==> config.mk <==
export PLATFORM = sky130hd
export DESIGN_NAME = usb_aon_wake_top
export DESIGN_NICKNAME = d
export VERILOG_FILES = /design/src/source/usb_aon_pkg.sv /design/src/source/usb_aon_wake_top.sv /design/src/source/usb_aon_event_latch.sv /design/src/source/usb_aon_wake_ctrl.sv /design/src/source/usb_aon_line_decode.sv /design/src/source/usb_aon_filter.sv
export SDC_FILE = /design/constraint.sdc
export NUM_CORES = 1
export LEC_CHECK = 0
export ABC_AREA = 1
export BUFFER_PORTS_ARGS = -buffer_cell sky130_fd_sc_hd__buf_4
export CORE_MARGIN = 2
export CORE_UTILIZATION = 54
export DETAILED_ROUTE_END_ITERATION = 12
export PLACE_DENSITY = 0.76
export SLEW_MARGIN = 20
export SYNTH_ARGS = -nofsm -noshare
export SYNTH_HDL_FRONTEND = slang
export SYNTH_SLANG_ARGS = --single-unit
==> constraint.sdc <==
create_clock -name clk_aon_i -period 1.4 [get_ports clk_aon_i]
set_input_delay 0 -clock clk_aon_i [delete_from_list [all_inputs] [get_ports clk_aon_i]]
set_output_delay 0 -clock clk_aon_i [all_outputs]
set_load 0.01 [all_outputs]
==> src/source/usb_aon_pkg.sv <==
package usb_aon_pkg;

  // Pair of bus lines as seen on the pins
  // D+ sits in the upper bit and D- in the lower bit
  typedef logic [1:0] line_state_t;

  // Pull-up enables for D+ and D-
  // The bit order matches line_state_t so the two compare directly
  typedef logic [1:0] pullup_en_t;

  // One filtered bus event per bit
  typedef logic [2:0] event_vec_t;

  // Bit positions inside event_vec_t

  // The line state differs from the pattern set by the pull-ups
  // This covers a resume K as well as any other departure from J
  localparam int unsigned EvNotIdle = 0;

  // Both lines are low, which the host uses to signal a bus reset
  localparam int unsigned EvBusReset = 1;

  // VBUS sense has dropped, meaning the cable was pulled
  localparam int unsigned EvSenseLost = 2;

  // Wake control FSM states
  typedef enum logic {
    // The device IP drives the pull-ups and the detector only watches
    WakeIdle   = 1'b0,
    // The detector holds the pull-ups and monitors the bus for events
    WakeActive = 1'b1
  } wake_state_e;

  // The FSM is a single flop, so the active level is simply the state bit
  // Other modules only ever see that level, never the enum itself

endpackage
==> src/source/usb_aon_wake_top.sv <==
`timescale 1ns/10ps

module usb_aon_wake_top #(
  parameter int unsigned NotIdleCycles = 4,
  parameter int unsigned ResetCycles   = 3,
  parameter int unsigned SenseCycles   = 3
) (
  input  logic clk_aon_i,
  input  logic rst_aon_ni,
  // Bus pins and VBUS sense
  input  logic usb_dp_i,
  input  logic usb_dn_i,
  input  logic usb_sense_i,
  // Pull-up enables from the device IP
  input  logic usbdev_dppullup_en_i,
  input  logic usbdev_dnpullup_en_i,
  // Strobes from the IP, already in the always-on domain
  input  logic suspend_req_aon_i,
  input  logic wake_ack_aon_i,
  // Pull-up enables that reach the pads
  output logic usb_dppullup_en_o,
  output logic usb_dnpullup_en_o,
  output logic wake_req_aon_o,
  // Events seen while monitoring
  output logic bus_not_idle_aon_o,
  output logic bus_reset_aon_o,
  output logic sense_lost_aon_o,
  output logic wake_detect_active_aon_o
);

  // Pull-up values on the pads, also the reference for the idle compare
  usb_aon_pkg::pullup_en_t pullup_en;

  // Filtered bus events from decode
  usb_aon_pkg::event_vec_t events;

  // High while the detector owns the pull-ups
  logic wake_active;

  usb_aon_line_decode #(
    .NotIdleCycles (NotIdleCycles),
    .ResetCycles   (ResetCycles),
    .SenseCycles   (SenseCycles)
  ) u_line_decode (
    .clk_aon_i   (clk_aon_i),
    .rst_aon_ni  (rst_aon_ni),
    .usb_dp_i    (usb_dp_i),
    .usb_dn_i    (usb_dn_i),
    .usb_sense_i (usb_sense_i),
    .pullup_en_i (pullup_en),
    .events_o    (events)
  );

  usb_aon_wake_ctrl u_wake_ctrl (
    .clk_aon_i            (clk_aon_i),
    .rst_aon_ni           (rst_aon_ni),
    .usbdev_dppullup_en_i (usbdev_dppullup_en_i),
    .usbdev_dnpullup_en_i (usbdev_dnpullup_en_i),
    .suspend_req_aon_i    (suspend_req_aon_i),
    .wake_ack_aon_i       (wake_ack_aon_i),
    .pullup_en_o          (pullup_en),
    .wake_active_o        (wake_active)
  );

  usb_aon_event_latch u_event_latch (
    .clk_aon_i          (clk_aon_i),
    .rst_aon_ni         (rst_aon_ni),
    .events_i           (events),
    .wake_active_i      (wake_active),
    .bus_not_idle_aon_o (bus_not_idle_aon_o),
    .bus_reset_aon_o    (bus_reset_aon_o),
    .sense_lost_aon_o   (sense_lost_aon_o),
    .wake_req_aon_o     (wake_req_aon_o)
  );

  // Upper bit is D+ and lower bit is D-
  assign usb_dppullup_en_o        = pullup_en[1];
  assign usb_dnpullup_en_o        = pullup_en[0];
  assign wake_detect_active_aon_o = wake_active;

endmodule

==> src/source/usb_aon_event_latch.sv <==
`timescale 1ns/10ps

module usb_aon_event_latch (
  input  logic                    clk_aon_i,
  input  logic                    rst_aon_ni,
  input  usb_aon_pkg::event_vec_t events_i,
  input  logic                    wake_active_i,
  output logic                    bus_not_idle_aon_o,
  output logic                    bus_reset_aon_o,
  output logic                    sense_lost_aon_o,
  output logic                    wake_req_aon_o
);

  // Sticky copy of each filtered event, one flag per bit
  usb_aon_pkg::event_vec_t flags_d, flags_q;

  // Sticky wake request towards the power manager
  logic wake_req_d, wake_req_q;

  logic any_event;

  assign any_event = |events_i;

  // A flag collects its event while monitoring and drops once monitoring ends
  // Events seen in idle belong to normal bus traffic and are ignored
  assign flags_d = (flags_q | events_i) & {3{wake_active_i}};

  // Any event asks for a wake, and the request stays up until the acknowledge
  assign wake_req_d = wake_active_i & (any_event | wake_req_q);

  always_ff @(posedge clk_aon_i or negedge rst_aon_ni) begin
    if (!rst_aon_ni) begin
      flags_q    <= '0;
      wake_req_q <= 1'b0;
    end else begin
      flags_q    <= flags_d;
      wake_req_q <= wake_req_d;
    end
  end

  assign bus_not_idle_aon_o = flags_q[usb_aon_pkg::EvNotIdle];
  assign bus_reset_aon_o    = flags_q[usb_aon_pkg::EvBusReset];
  assign sense_lost_aon_o   = flags_q[usb_aon_pkg::EvSenseLost];
  assign wake_req_aon_o     = wake_req_q;

  // A request can only come out of a cycle in which the detector was active
  wake_req_active_a: assert property (@(posedge clk_aon_i) disable iff (!rst_aon_ni)
    wake_req_aon_o |-> $past(wake_active_i));

endmodule

==> src/source/usb_aon_wake_ctrl.sv <==
`timescale 1ns/10ps

module usb_aon_wake_ctrl (
  input  logic                    clk_aon_i,
  input  logic                    rst_aon_ni,
  input  logic                    usbdev_dppullup_en_i,
  input  logic                    usbdev_dnpullup_en_i,
  input  logic                    suspend_req_aon_i,
  input  logic                    wake_ack_aon_i,
  output usb_aon_pkg::pullup_en_t pullup_en_o,
  output logic                    wake_active_o
);

  usb_aon_pkg::wake_state_e state_d, state_q;

  // Pull-up enables as driven by the IP, in its own clock domain
  usb_aon_pkg::pullup_en_t pullup_ip;

  // Two flop synchronizer for the IP pull-up enables
  usb_aon_pkg::pullup_en_t pullup_sync_q1, pullup_sync_q2;

  // Pull-up values kept while the detector owns the pins
  usb_aon_pkg::pullup_en_t hold_d, hold_q;

  logic active;

  assign pullup_ip = {usbdev_dppullup_en_i, usbdev_dnpullup_en_i};

  // Suspend entry hands the pins to this block, the acknowledge hands them back
  always_comb begin
    state_d = state_q;
    unique case (state_q)
      usb_aon_pkg::WakeIdle: begin
        if (suspend_req_aon_i) begin
          state_d = usb_aon_pkg::WakeActive;
        end
      end
      usb_aon_pkg::WakeActive: begin
        if (wake_ack_aon_i) begin
          state_d = usb_aon_pkg::WakeIdle;
        end
      end
      default: state_d = usb_aon_pkg::WakeIdle;
    endcase
  end

  assign active = (state_q == usb_aon_pkg::WakeActive);

  // While idle the hold register keeps tracking the IP
  // The value it has on the entry edge is the one that stays frozen
  assign hold_d = active ? hold_q : pullup_sync_q2;

  always_ff @(posedge clk_aon_i or negedge rst_aon_ni) begin
    if (!rst_aon_ni) begin
      state_q        <= usb_aon_pkg::WakeIdle;
      pullup_sync_q1 <= '0;
      pullup_sync_q2 <= '0;
      hold_q         <= '0;
    end else begin
      state_q        <= state_d;
      pullup_sync_q1 <= pullup_ip;
      pullup_sync_q2 <= pullup_sync_q1;
      hold_q         <= hold_d;
    end
  end

  // In idle the IP drives the pins directly, with no added delay
  assign pullup_en_o   = active ? hold_q : pullup_ip;
  assign wake_active_o = active;

  state_known_a: assert property (@(posedge clk_aon_i) disable iff (!rst_aon_ni)
    !$isunknown(state_q));

  // Once in control the pins must not move until control is handed back
  pullup_held_a: assert property (@(posedge clk_aon_i) disable iff (!rst_aon_ni)
    (state_q == usb_aon_pkg::WakeActive) ##1 (state_q == usb_aon_pkg::WakeActive)
    |-> $stable(pullup_en_o));

endmodule

==> src/source/usb_aon_line_decode.sv <==
`timescale 1ns/10ps

module usb_aon_line_decode #(
  parameter int unsigned NotIdleCycles = 4,
  parameter int unsigned ResetCycles   = 3,
  parameter int unsigned SenseCycles   = 3
) (
  input  logic                    clk_aon_i,
  input  logic                    rst_aon_ni,
  input  logic                    usb_dp_i,
  input  logic                    usb_dn_i,
  input  logic                    usb_sense_i,
  input  usb_aon_pkg::pullup_en_t pullup_en_i,
  output usb_aon_pkg::event_vec_t events_o
);

  // Raw line state straight from the pins, still asynchronous
  usb_aon_pkg::line_state_t line_state;

  // Unfiltered conditions
  logic not_idle_raw;
  logic se0_raw;
  logic sense_lost_raw;

  // Conditions after synchronizer and stability filter
  logic not_idle_filt;
  logic se0_filt;
  logic sense_lost_filt;

  assign line_state = {usb_dp_i, usb_dn_i};

  // During suspend only the device pull-up shapes the idle line
  // So any line state other than the pull-up pattern was caused by the host
  // Comparing against the pull-ups also makes this independent of pin flipping
  assign not_idle_raw = (line_state != pullup_en_i);

  // Both lines low is SE0, the host driving a bus reset
  assign se0_raw = (line_state == 2'b00);

  // Sense low means VBUS has gone away
  assign sense_lost_raw = ~usb_sense_i;

  // The non-idle filter is the longest, giving the main IP a chance to see resume first
  usb_aon_filter #(
    .Cycles (NotIdleCycles)
  ) u_filter_not_idle (
    .clk_aon_i  (clk_aon_i),
    .rst_aon_ni (rst_aon_ni),
    .filter_i   (not_idle_raw),
    .filter_o   (not_idle_filt)
  );

  usb_aon_filter #(
    .Cycles (ResetCycles)
  ) u_filter_bus_reset (
    .clk_aon_i  (clk_aon_i),
    .rst_aon_ni (rst_aon_ni),
    .filter_i   (se0_raw),
    .filter_o   (se0_filt)
  );

  usb_aon_filter #(
    .Cycles (SenseCycles)
  ) u_filter_sense (
    .clk_aon_i  (clk_aon_i),
    .rst_aon_ni (rst_aon_ni),
    .filter_i   (sense_lost_raw),
    .filter_o   (sense_lost_filt)
  );

  // Pack the filtered levels at their fixed bit positions
  always_comb begin
    events_o                           = '0;
    events_o[usb_aon_pkg::EvNotIdle]   = not_idle_filt;
    events_o[usb_aon_pkg::EvBusReset]  = se0_filt;
    events_o[usb_aon_pkg::EvSenseLost] = sense_lost_filt;
  end

endmodule

==> src/source/usb_aon_filter.sv <==
`timescale 1ns/10ps

module usb_aon_filter #(
  parameter int unsigned Cycles = 4
) (
  input  logic clk_aon_i,
  input  logic rst_aon_ni,
  input  logic filter_i,
  output logic filter_o
);

  // The counter has to be able to hold the value Cycles itself
  localparam int unsigned CntW = $clog2(Cycles + 1);

  typedef logic [CntW-1:0] cnt_t;

  // Two flop synchronizer stages for the asynchronous pin level
  logic sync_q1, sync_q2;

  // Candidate value, which is the synchronized level one edge later
  logic stored_q;

  // Number of consecutive edges on which the candidate was unchanged
  cnt_t count_q;

  // Filtered output register
  logic filter_q;

  always_ff @(posedge clk_aon_i or negedge rst_aon_ni) begin
    if (!rst_aon_ni) begin
      sync_q1  <= 1'b0;
      sync_q2  <= 1'b0;
      stored_q <= 1'b0;
      count_q  <= '0;
      filter_q <= 1'b0;
    end else begin
      sync_q1  <= filter_i;
      sync_q2  <= sync_q1;
      stored_q <= sync_q2;
      // A new synchronized value restarts the count of equal samples
      if (sync_q2 != stored_q) begin
        count_q <= '0;
      end else if (count_q != cnt_t'(Cycles)) begin
        count_q <= count_q + cnt_t'(1);
      end
      // Only a value that stayed put long enough makes it to the output
      if (count_q == cnt_t'(Cycles)) begin
        filter_q <= stored_q;
      end
    end
  end

  assign filter_o = filter_q;

  // Any output change must be preceded by a full run of equal samples
  filter_settled_a: assert property (@(posedge clk_aon_i) disable iff (!rst_aon_ni)
    $changed(filter_o) |-> ($past(count_q) == cnt_t'(Cycles)));

endmodule

# Word-level counts from Yosys, hierarchy flattened

Index checks and enable logic that the tools add are counted.

Muxes and demuxes: 10
Add/subtract/negate cells: 3
Bitwise logic cells: 6
Reduce and logical (&&, ||, !) cells: 5
Equal/unequal tests: 10

Operator list:

| kind                                         | number |
|---|---|
| two-way mux 2 bit                            | 5 |
| two-way mux 3 bit                            | 2 |
| nonzero test 2 bit                           | 3 |
| adder 2 x 1 -> 2 bit, second input constant  | 2 |
| == test 2 bit, second input constant         | 2 |
| inequality test 2 bit, second input constant | 2 |
| adder 3 x 1 -> 3 bit, second input constant  | 1 |
| bitwise AND 3 bit                            | 1 |
| == test 3 bit, second input constant         | 1 |
| inequality test 1 bit                        | 3 |
| inequality test 3 bit, second input constant | 1 |
| OR 3 bit                                     | 1 |
| OR reduction 3 bit                           | 1 |
| zero test 2 bit                              | 1 |
| two-way mux 1 bit                            | 2 |
| inequality test 2 bit                        | 1 |
| NOT 1 bit                                    | 2 |
| case mux 1 bit (2 select lines)              | 1 |
| bitwise AND 1 bit                            | 1 |
| OR 1 bit                                     | 1 |

Output and inout port bits: 7
Logic and storage cells: 55
Bits in registers: 30
Input bits: 9

# Depth between registers and ports, before layout

Word-level depth: 3
Depth in mapped cells: 7
Gate-level depth less buffers: 7

# Cells and area by module

A second synthesis with hierarchy kept.

Cell total of the unflattened synthesis: 137
Area total of the unflattened synthesis: 1218.7 um2

Modules (own cells, without submodules):

| module                                                 | area an instance (um2) | times used | cells each | seq. area each (um2) |
|---|---|---|---|---|
| usb_aon_filter at u_line_decode.u_filter_bus_reset ... | 242.7                  | 2          | 28         | 150.1 |
| usb_aon_filter at u_line_decode.u_filter_not_idle      | 301.5                  | 1          | 33         | 175.2 |
| usb_aon_wake_ctrl                                      | 231.5                  | 1          | 22         | 175.2 |
| usb_aon_event_latch                                    | 138.9                  | 1          | 14         | 100.1 |
| usb_aon_line_decode                                    | 61.3                   | 1          | 12         | 0.0 |

# Worst setup path before layout

Ideal clock, no wire load.

Path type: reg2reg
Start: register u_line_decode.u_filter_not_idle.count_q[0]
End: register u_line_decode.u_filter_not_idle.count_q[1]
Setup slack: 0.384 ns
Cell stages (with the launch flop): 8
Library setup time: 0.113 ns
Period minus slack after synthesis: 1.016 ns
Data required time: 1.287 ns
Data arrival time: 0.903 ns
Buffers on the path: 0
Path through: dfrtp_1 inv_1 ha_1 nand2_1 nand2_1 o21ai_1 nand2_1 inv_1

Longest elaborated chain between the ends: 3
Elaborated cells on any way between the ends: 5
Those cells by class: 1 x add/sub; 1 x eq/ne; 2 x mux; 1 x reduce/logical

RTL lines:

| element                | RTL line             | source |
|---|---|---|
| from (decl)            | usb_aon_filter.sv:24 | `cnt_t count_q;` |
| from (signal assigned) | usb_aon_filter.sv:44 | `count_q <= count_q + cnt_t'(1);` |
| adder 3 x 1 -> 3 bit   | usb_aon_filter.sv:44 |  |
| two-way mux 3 bit      | usb_aon_filter.sv:43 | `end else if (count_q != cnt_t'(Cycles)) begin` |
| two-way mux 3 bit      | usb_aon_filter.sv:41 | `if (sync_q2 != stored_q) begin` |

Several ways; a longest one is shown, not always the timed one. The select of a mux whose other input is x is not followed.
A chain may end at the register's enable or synchronous reset.

# Worst setup path in the final report

Start: register u_wake_ctrl.state_q (netlist: u_wake_ctrl.wake_active_o)
End: register u_wake_ctrl.state_q (netlist: u_wake_ctrl.wake_active_o)

Longest elaborated chain between the ends: 2

RTL lines:

| element                             | RTL line                | source |
|---|---|---|
| from (decl)                         | usb_aon_wake_ctrl.sv:14 | `usb_aon_pkg::wake_state_e state_d, state_q;` |
| from (signal assigned)              | usb_aon_wake_ctrl.sv:55 | `state_q <= usb_aon_pkg::WakeIdle;` |
| from (signal assigned)              | usb_aon_wake_ctrl.sv:60 | `state_q <= state_d;` |
| NOT 1 bit                           | n/a                     |  |
| case mux 1 bit (2 select lines) (*) | usb_aon_wake_ctrl.sv:32 | `unique case (state_q)` |
| net u_wake_ctrl.state_d             | usb_aon_wake_ctrl.sv:14 |  |

Mark *: on every way through the listed nets, which the timed path passes. The rest lies on a longest branch.

==> impl_metrics.env <==
export IMPL_fin_crit_sh_pct=93.7
export IMPL_cap_violations=0
export IMPL_dr_pass1_iters=3
export IMPL_grtUsageTotal_pct=19.0
export IMPL_fin_crit_ps=1310
export IMPL_crit_required_ps=1620
export IMPL_avgRoutedWirePerCell_um=11.0
export IMPL_port_buffers=15
export IMPL_synth_largest_area_cell="dfrtp_1"
export IMPL_hold_viol=0
export IMPL_grt_pass1_wl_um=3440
export IMPL_die_area_um2=2500
export IMPL_netlist_instances=103
export IMPL_ios=16
export IMPL_ir_drop_v=0.00103
export IMPL_tritoncts="yes"
export IMPL_leakage_nw=0.756
export IMPL_coreArea_um2=1980
export IMPL_most_common_layout_cells="dfrtp_1 (30), nand2_1 (19), buf_4 (15)"
export IMPL_hp_class="in -> async"
export IMPL_layout_nets=147
export IMPL_grt_pass1_vias=846
export IMPL_synth_area_um2=1140
export IMPL_initial_core_util_pct=57.7
export IMPL_rows=16
export IMPL_final_common_cell="dfrtp_1"
export IMPL_fin_worst_skew_ps=10.9
export IMPL_rsz0062_at_grt="no"
export IMPL_die_w_um=50.0
export IMPL_h_tree_depth=2
export IMPL_antenna_found_initial=0
export IMPL_dp_hpwl_um=1270
export IMPL_cts_sinks=30
export IMPL_final_max_slew_viol_count=0
export IMPL_drc_errors=0
export IMPL_fmax_ghz=0.762
export IMPL_yosysWarnings=0
export IMPL_fillers=135
export IMPL_grt_overflow=0
export IMPL_synth_area_per_cell_um2=11.1
export IMPL_fin_cells=162
export IMPL_powerDensity_nw_per_um2=1730
export IMPL_vias=784
export IMPL_final_util_pct=73.7
export IMPL_grt_max_degree=31
export IMPL_start_kind="flip-flop"
export IMPL_die_height_um=50.0
export IMPL_synthToLayoutAreaGrowth_pct=27.8
export IMPL_num_antenna_cells=0
export IMPL_slew_headroom_pct=76.4
export IMPL_clock_latency_ps=330
export IMPL_layout_drive_gt1_share_pct=24.4
export IMPL_arrival_ps=1530
export IMPL_drt_initial_drc_count=6
export IMPL_path_clk_slew_ps=90
export IMPL_path_max_fanout=10
export IMPL_synth_cell_type_count=18
export IMPL_numCtsBuffers=5
export IMPL_final_setup_tns_ps=0
export IMPL_critical_path_class="reg -> reg"
export IMPL_outcome="finished clean"
export IMPL_viasPerCell=4.84
export IMPL_clock_path_buffers=2
export IMPL_antenna_left=0
export IMPL_end_kind="flip-flop"
export IMPL_synth_area_leaders="dfrtp_1 (66%), nand2_1 (6.2%), ha_1 (4.4%), xnor2_1 (3.8%), inv_1 (3.3%)"
export IMPL_routed_wl_um=1780
export IMPL_setup_viol=0
export IMPL_holdWs_ps=120
export IMPL_place_inst=145
export IMPL_synth_seq_cells=30
export IMPL_cts_root_buf="clkbuf_4"
export IMPL_postSynthNetCount=116
export IMPL_worst_slew_pin_transition_ps=353
export IMPL_synth_yosys_seq_area_share_pct=65.6
export IMPL_yosysTopAreaCellShare_pct=65.6
export IMPL_gp_congestion=0.775
-- per-stage QoR --
step	cell area [um^2]	power, W	setup WS, ps
finish	1460	0.00253	87.5
global route	1460	0.00274	26.1
detailed placement	1290	0.00191	274
CTS	1460	0.00256	34.3
floorplan	1140	0.00168	384
global placement	1290	0.00186	364
-- synthesized netlist by cell type --
cell      number
o21ai_0        4
dfrtp_1       30
a21oi_1        2
and3b_1        1
nand2_4        1
nand2_1       19
nand3b_1       1
nor2_1         9
xnor2_1        5
o21ai_1        3
nand2_2        6
and2_1         2
inv_2          2
mux2_2         1
nor3_1         1
inv_1         10
ha_1           4
nand3_1        2
-- worst max-delay path, cell delays in order (launching register included) --
cell and delay (ps):
dfrtp_1 440, inv_4 140, o21ai_0 80, dlygate4sd3_1 550
-- sequential cells by signal, summed over array words and instances, names as in the netlist, 2 cells and up --
| signal | cells |
|---|---|
| u_wake_ctrl.pullup_sync_q1 | 2 |
| u_line_decode.u_filter_sense.count_q | 2 |
| u_wake_ctrl.hold_q | 2 |
| u_line_decode.u_filter_bus_reset.count_q | 2 |
| u_wake_ctrl.pullup_sync_q2 | 2 |
| u_event_latch.flags_q | 3 |
| u_line_decode.u_filter_not_idle.count_q | 3 |
-- timing repair --
action | CTS | global route
endpoints found under the hold margin | 36 | 0
setup buffers | 0 | 0
resized for setup | 0 | 1
hold buffers | 9 | 0
setup endpoints to repair | 0 | 1
-- worst paths after layout --
check	slack, ps	from	cells past startpoint	endpoint
worst max-delay path	90	u_wake_ctrl.wake_active_o$_DFF_PN0_	3	u_wake_ctrl.wake_active_o$_DFF_PN0_
worst min-delay path	120	rst_aon_ni	2	u_line_decode.u_filter_bus_reset.count_q[1]$_DFFE_PN0P_
worst max register to register	90	u_wake_ctrl.wake_active_o$_DFF_PN0_	3	u_wake_ctrl.wake_active_o$_DFF_PN0_
worst min register to register	350	u_line_decode.u_filter_bus_reset.sync_q1$_DFF_PN0_	0	u_line_decode.u_filter_bus_reset.sync_q2$_DFF_PN0_
max in group asynchronous	1010	rst_aon_ni	2	u_event_latch.wake_req_aon_o$_DFF_PN0_
min in group clk_aon_i	340	usbdev_dppullup_en_i	2	u_wake_ctrl.pullup_sync_q1[1]$_DFF_PN0_
-- report_power, final --
part	switching (W)	internal, W	total (W)	leakage, nW
Sequential	0.000139	0.00108	0.00122	0.366
Clock	0.000275	0.000343	0.000618	0.0446
Combinational	0.000360	0.000337	0.000697	0.345
Total	0.000774	0.00176	0.00253	0.756
-- cells by family (layout without fill, tap and decap cells) --
kind of cell	count (synthesis)	in the layout	share of synthesized area [%]
muxes	1	1	0.985
xor gates and xnor gates	5	5	3.83
and+or+nand+nor	42	42	17.3
DFF	30	30	65.6
buffers and inverters	12	44	3.94
adders and majority gates	4	4	4.38
AOI/OAI and AO/OA	9	9	3.94
-- routing by layer --
metal	global-route usage, %	wire, um	up-vias
li1	-	-	385
met1	21.0	704	371
met2	32.0	920	21
met3	5.76	103	7
met4	10.6	51	0
met5	0	0	-
-- cell type report --
type	count	area [um^2]	area share, %
Multi-Input combinational cell	61	348	23.8
Tap cell	27	33.8	2.31
Timing Repair Buffer	24	203	13.9
Sequential cell	30	751	51.4
Inverter	12	47.5	3.25
Clock buffer	8	78.8	5.39
(Power assumes the default switching activity.)
